## src/source/sparse_tile_macros.svh

```systemverilog
`ifndef SPARSE_TILE_MACROS_SVH
`define SPARSE_TILE_MACROS_SVH

// output tile side, row and column indices
`define TILE_DIM 16

// largest kernel offset plus one
`define KERNEL_DIM 3

// weights and activations per operand group
`define LANES 4

// accumulator banks, selected by low column bits
`define BANK_COUNT 8

// entries per bank
`define BANK_DEPTH ((`TILE_DIM * `TILE_DIM) / `BANK_COUNT)

// signed operand width
`define VALUE_W 8

// signed accumulator width, wraps on overflow
`define ACC_W 24

`endif

```

## src/source/sparse_tile_pkg.sv

```systemverilog
`default_nettype none

`include "sparse_tile_macros.svh"

package sparse_tile_pkg;

    // field widths derived from the tile geometry
    localparam int COORD_W = $clog2(`TILE_DIM);
    localparam int OFFSET_W = $clog2(`KERNEL_DIM);
    localparam int BANK_W = $clog2(`BANK_COUNT);
    localparam int ENTRY_W = $clog2(`BANK_DEPTH);
    localparam int PROD_W = 2 * `VALUE_W;
    localparam int ADDR_W = 2 * COORD_W;
    localparam int PRODUCTS = `LANES * `LANES;

    // one nonzero weight with its kernel offset
    typedef struct packed {
        logic valid;
        logic signed [`VALUE_W-1:0] value;
        logic [OFFSET_W-1:0] r;
        logic [OFFSET_W-1:0] s;
    } weight_elem_t;

    // one nonzero activation with its tile position
    typedef struct packed {
        logic valid;
        logic signed [`VALUE_W-1:0] value;
        logic [COORD_W-1:0] row;
        logic [COORD_W-1:0] col;
    } act_elem_t;

    // operand group handed over per req/ack cycle
    typedef struct packed {
        weight_elem_t [`LANES-1:0] weights;
        act_elem_t [`LANES-1:0] acts;
    } operand_group_t;

    // one product already steered to bank and entry
    typedef struct packed {
        logic valid;
        logic [BANK_W-1:0] bank;
        logic [ENTRY_W-1:0] entry;
        logic signed [PROD_W-1:0] value;
    } product_t;

    // index is weight lane * LANES + activation lane
    typedef product_t [PRODUCTS-1:0] product_set_t;

    // write port of one accumulator bank
    typedef struct packed {
        logic enable;
        logic [ENTRY_W-1:0] entry;
        logic signed [PROD_W-1:0] value;
    } bank_write_t;

endpackage

`default_nettype wire

```

## src/source/cartesian_product_unit.sv

```systemverilog
`timescale 1ns/1ps
`default_nettype none

`include "sparse_tile_macros.svh"

module cartesian_product_unit (
    input  logic                          clk,
    input  logic                          reset_n,
    input  logic                          operand_req,
    input  sparse_tile_pkg::operand_group_t operand_group,
    output logic                          operand_ack,
    input  logic                          crossbar_ready,
    output sparse_tile_pkg::product_set_t products,
    output logic                          products_valid
);
    import sparse_tile_pkg::*;

    // coordinate sums need one extra bit to spot tile overflow
    localparam int SUM_W = COORD_W + 1;

    product_set_t next_products;
    logic set_moves;
    logic take;

    // held set leaves this edge
    assign set_moves = products_valid && crossbar_ready;

    // new group only on a fresh req, and only into a free stage
    assign take = operand_req && !operand_ack && (!products_valid || crossbar_ready);

    // all weight x activation pairs with their output coordinates
    always_comb begin
        logic [SUM_W-1:0] out_row;
        logic [SUM_W-1:0] out_col;
        weight_elem_t wt;
        act_elem_t act;
        for (int w = 0; w < `LANES; w++) begin
            for (int a = 0; a < `LANES; a++) begin
                wt = operand_group.weights[w];
                act = operand_group.acts[a];
                out_row = SUM_W'(act.row) + SUM_W'(wt.r);
                out_col = SUM_W'(act.col) + SUM_W'(wt.s);
                // masked lane or sum past the tile edge drops the pair
                next_products[w*`LANES + a].valid = wt.valid && act.valid &&
                    (out_row < SUM_W'(`TILE_DIM)) && (out_col < SUM_W'(`TILE_DIM));
                // bank from low column bits
                next_products[w*`LANES + a].bank = out_col[BANK_W-1:0];
                // entry is row, then the column bits above the bank
                next_products[w*`LANES + a].entry =
                    {out_row[COORD_W-1:0], out_col[COORD_W-1:BANK_W]};
                next_products[w*`LANES + a].value =
                    $signed(wt.value) * $signed(act.value);
            end
        end
    end

    // handshake and stage occupancy
    always_ff @(posedge clk or negedge reset_n) begin
        if (!reset_n) begin
            operand_ack <= 1'b0;
            products_valid <= 1'b0;
        end else begin
            // ack up with the register load, down once req is gone
            if (take) begin
                operand_ack <= 1'b1;
            end else if (!operand_req) begin
                operand_ack <= 1'b0;
            end
            if (take) begin
                products_valid <= 1'b1;
            end else if (set_moves) begin
                products_valid <= 1'b0;
            end
        end
    end

    // product set payload, held under back-pressure
    always_ff @(posedge clk) begin
        if (take) begin
            products <= next_products;
        end
    end

endmodule

`default_nettype wire

```

## config.mk

```make
export PLATFORM = sky130hd
export DESIGN_NAME = cartesian_product_unit
export DESIGN_NICKNAME = d
export VERILOG_FILES = /design/src/source/sparse_tile_pkg.sv /design/src/source/cartesian_product_unit.sv
export VERILOG_INCLUDE_DIRS = /design/src /design/src/source
export SDC_FILE = /design/constraint.sdc
export NUM_CORES = 2
export LEC_CHECK = 0
export BUFFER_PORTS_ARGS = -buffer_cell sky130_fd_sc_hd__buf_4
export CORE_ASPECT_RATIO = 1.1
export CORE_UTILIZATION = 25
export CTS_CLUSTER_DIAMETER = 30
export CTS_CLUSTER_SIZE = 10
export DETAILED_ROUTE_END_ITERATION = 10
export PLACE_DENSITY_LB_ADDON = 0.15
export SLEW_MARGIN = 20
export SYNTH_ARGS = -nofsm -noshare
export SYNTH_HDL_FRONTEND = slang
export SYNTH_SLANG_ARGS = --single-unit
```

## constraint.sdc

```tcl
create_clock -name clk -period 51.7 [get_ports clk]
set_clock_uncertainty 0.15 [all_clocks]
set_input_delay 2.585 -clock clk [delete_from_list [all_inputs] [get_ports clk]]
set_output_delay 2.585 -clock clk [all_outputs]
set_load 0.03 [all_outputs]
```

Yosys cells after proc, flatten, opt, wreduce, memory -nomap -nowiden --
Cells that the tools add are included.
Storage, ports and cells: register bits after elaboration 402, logic and storage cells 206
Operators by class: add/subtract/negate cells 32, $mul 16, order comparisons 32, equality and inequality tests 1, mux-type cells 4, reduce and logical (&&, ||, !) cells 55
Operator list (number):
- $mul A8 B8 Y16 | 16
- $add A4 B2 Y5 | 32
- $lt A5 B5 Y1 const B | 32
- $logic_and A1 B1 Y1 | 51
- $mux W1 | 4
- $logic_not A1 Y1 | 2
- $ne A2 B1 Y1 const B | 1
- $reduce_bool A2 Y1 | 1
- $logic_or A1 B1 Y1 | 1

Longest topological paths before layout --
depth after elaboration 4, gate-level depth with buffers 18

Worst setup path before layout --
OpenSTA, ideal clock, no wires.
path type input to register, from in crossbar_ready, to reg products[0] (netlist bit) (enable), setup time 1.735 ns, data arrival time 31.314 ns, required time 49.815 ns, setup slack 18.501 ns, stages on the path 2, cell sequence nand2b_1 -> nor3b_1
Between the ends: longest elaborated chain between the ends 2
RTL lines:
- start, declared | line cartesian_product_unit.sv:12 | input logic crossbar_ready,
- $logic_or A1 B1 Y1 | line cartesian_product_unit.sv:29 | assign take = operand_req && !operand_ack && (!products_valid || crossbar_ready);
- $logic_and A1 B1 Y1 | line cartesian_product_unit.sv:29
- via take | line cartesian_product_unit.sv:23 | logic take;
- end signal, assigned | line cartesian_product_unit.sv:80 | products <= next_products;
- end, declared | line cartesian_product_unit.sv:13 | output sparse_tile_pkg::product_set_t products,
The timed path passes the listed nets, and every way through them passes these cells. A chain may end at the register's enable or synchronous reset.

==> metrics.md <==
| Metric | Value |
|---|---|
| Crit. Startpoint | operand_group[32] |
| Crit start category | input port |
| Rows | 181 |
| Die area | 224000 sq um |
| Non-Filler Instances | 8980 |
| Initial antenna violation count | 20 |
| Cell mode on critical path | fa_1 |
| Die width | 451 microns |
| Power, Total | 3.40 mW |
| H-tree levels | 4 |
| Reg2reg setup slack | 48.08 ns |
| Fin crit period | 6.94 ns |
| Drt drc | 124 |
| Critical path's top delay family | adder cells |
| CP Data Arrival Time | 7.27 ns |
| Seq cells post-synth | 402 |
| Core area | 221000 sq um |
| Vias in the first global route | 41600 |
| CP Class | in -> reg |
| First-pass DRT Iterations | 10 |
| Worst skew pair latency | 0.76 ns |
| CTS tree | yes |
| Post-synth net total | 7043 |
| DRT iter0 DRCs | 1428 |
| Total length of routed wires | 169000 microns |
| Setup_tns | 0 ns |
| Cell Area, Placed | 62400 sq um |
| Clk sink count | 402 |
| Grt ovf | 0 |
| Max-slew headroom | 34.2% |
| Root Driver | clkbuf_16 |
| Worst endpoint required time | 52.03 ns |
| Status | complete, but fails checks |
| Post-synth top area cell | fa_1 |
| RSZ-0062 raised after global routing | false |
| Layout Nets | 7509 |
| Setup violators final | 0 |
| Fin. max-slew vios | 0 |
| Post-synth top area share | 32.9% |
| Async set-reset flop share out of synthesis | 0.498% |
| Final Util | 30.3% |
| Reg2reg start | products_valid |
| Power density over the cells | 50.9 nW/um^2 |
| Peak Freq | 144 MHz |
| Worst path cell trace | buf_4 > inv_1 > nor2_1 > fa_1 > fa_1 > fa_1 > inv_1 > fa_1 > inv_1 > ha_1 > o21ai_0 > a21oi_1 > a31o_2 > a21oi_1 > xnor2_1 |
| Most common cell after layout, fill and taps aside | inv_1 |
| Cells after Synth | 5479 |
| CP endpoint kind | flop |
| Fin. Hold Viols | 0 |
| Die Y | 496 microns |
| Synth area leaders | fa_1, edfxtp_1, ha_1, inv_1, and2_1 |
| Clock tree buffer depth | 3 |
| Tightest Pin Transition | 0.985 ns |
| First-pass GRT wire length | 258000 microns |
| CTS Buf Count | 140 |
| Most frequent cells in the layout | inv_1, fa_1, and2_1 |
| EDFF count, synth | 400 |
| Pin count of the biggest net entering global routing | 69 |
| Post-cts gate resize count | 0 |
| GRT Util Overall | 15.4% |
| Pleak | 31.4 nW |
| Critical-path top delay cell | inv_1 |
| Share of post-route cells with drive strength above 1 | 12.5% |
| Worst path bufs/invs | 4 |
| Failing checks | design-rule violations |
| Area delta synth->final | 20.4% |
| Reg clk slew, reported paths | 0.04 ns |
| Routability cong. | 0.825 |
| HP Start | products_valid |
| Period utilization | 13.4% |
| Via density | 4.19 |
| CTS hold repair buffers | 0 |
| Predominant post-synthesis flop cell | edfxtp_1 |
| Avg Cell Area, Syn | 10.1 sq um |
| Max incr delay on CP | 0.75 ns |
| Register area share after synthesis | 21.7% |
| DR vias | 37600 |
| Post-Syn Area | 55500 sq um |
| DP Wirelength | 127000 microns |
| I/O Pins | 526 |
| Design Area, Final | 66900 sq um |
| # Post-CTS Setup Buffers | 0 |
| Netlist cell types | 47 |
| Port Buffers | 525 |
| Crit-path max FO | 24 |
| Hold Crit Class | reg -> reg |
| Total of max-cap violations | 0 |
| Starting Density | 25.1% |
| DP Cell Count | 8731 |
| Synth warnings | 0 |
| Wire per inst | 18.8 microns |
| Routed Antenna Nets | 0 |
| Max VDD drop | 0.0000489 V |
[stage by stage]
step / hold slack, ns / setup WS [ns]
floorplan: 0.526 / 18.50
global placement: 0.358 / 43.95
detailed placement: 0.383 / 43.94
CTS: 0.400 / 44.78
global route: 0.410 / 44.45
finish: 0.396 / 44.76
[synthesized netlist by cell type, drive strengths merged, types with 8 or more instances]
master and count:
o221ai 13, fa 912, a31o 11, nor2 142, o211ai 16, xnor2 309
and2 673, a211oi 36, inv 1365, nor2b 110, o21a 12, clkbuf 207
a21o 89, edfxtp 400, o21ai 65, nand2b 30, o22ai 16, mux2 12
xor2 8, ha 528, nand3 15, nand2 335, o21bai 10, nand4 18
or3 16, a21oi 88
[routing by layer]
metal	part of all wire [%]	routed length, microns	track usage, %	up-vias
met5	0.054	91	0	-
met4	2.4	4100	4.51	12
met3	4.8	8170	2.87	183
met2	50	85100	27.3	752
met1	42	71600	18.9	19200
li1	-	-	-	17500
[final cells by class]
| cell class | count | area, sq um |
|---|---|---|
| diodes | 4 | 10.0 |
| clock buffers | 165 | 3600 |
| clock inverters | 80 | 862 |
| fillers | 23200 | 154000 |
| inverters | 1365 | 5120 |
| multi-input cells | 3504 | 37600 |
| flip-flops and latches | 402 | 12100 |
| well taps | 2928 | 3660 |
| repair buffers | 532 | 3990 |
[worst reg2reg max path, stage by stage (launching register included)]
cell      delay, ns
dfrtp_1        0.37
nand2b_1       0.11
nor3b_2        0.16
buf_4          0.74
buf_4          0.75
buf_4          0.85
[cell families after synthesis]
group / share of synthesized area, %
muxes: 0.261
and+or+nand+nor: 13.1
buffers and inverters: 10.6
DFF: 21.7
adders and majority gates: 44.8
xor gates and xnor gates: 5.00
AOI/OAI and AO/OA: 4.46
[power by group]
group | switching (mW) | leakage, nW | internal, mW
Combinational | 1.18 | 25.5 | 0.843
Clock | 0.259 | 2.15 | 0.533
Sequential | 0.0462 | 3.77 | 0.545
Total | 1.48 | 31.4 | 1.92
[sequential cells by signal, indices dropped and copies added, names as in the netlist]
register,cells
products,400
operand_ack,1
products_valid,1
[worst paths after layout]
| check | to | cells past startpoint |
|---|---|---|
| worst max-delay path | products[38] | 15 |
| worst min-delay path | products_valid | 2 |
| worst max register to register | products[165] | 5 |
| worst min register to register | products_valid | 2 |
| max in group asynchronous | operand_ack | 1 |
| min in group asynchronous | products_valid | 1 |
(Power assumes the default switching activity.)
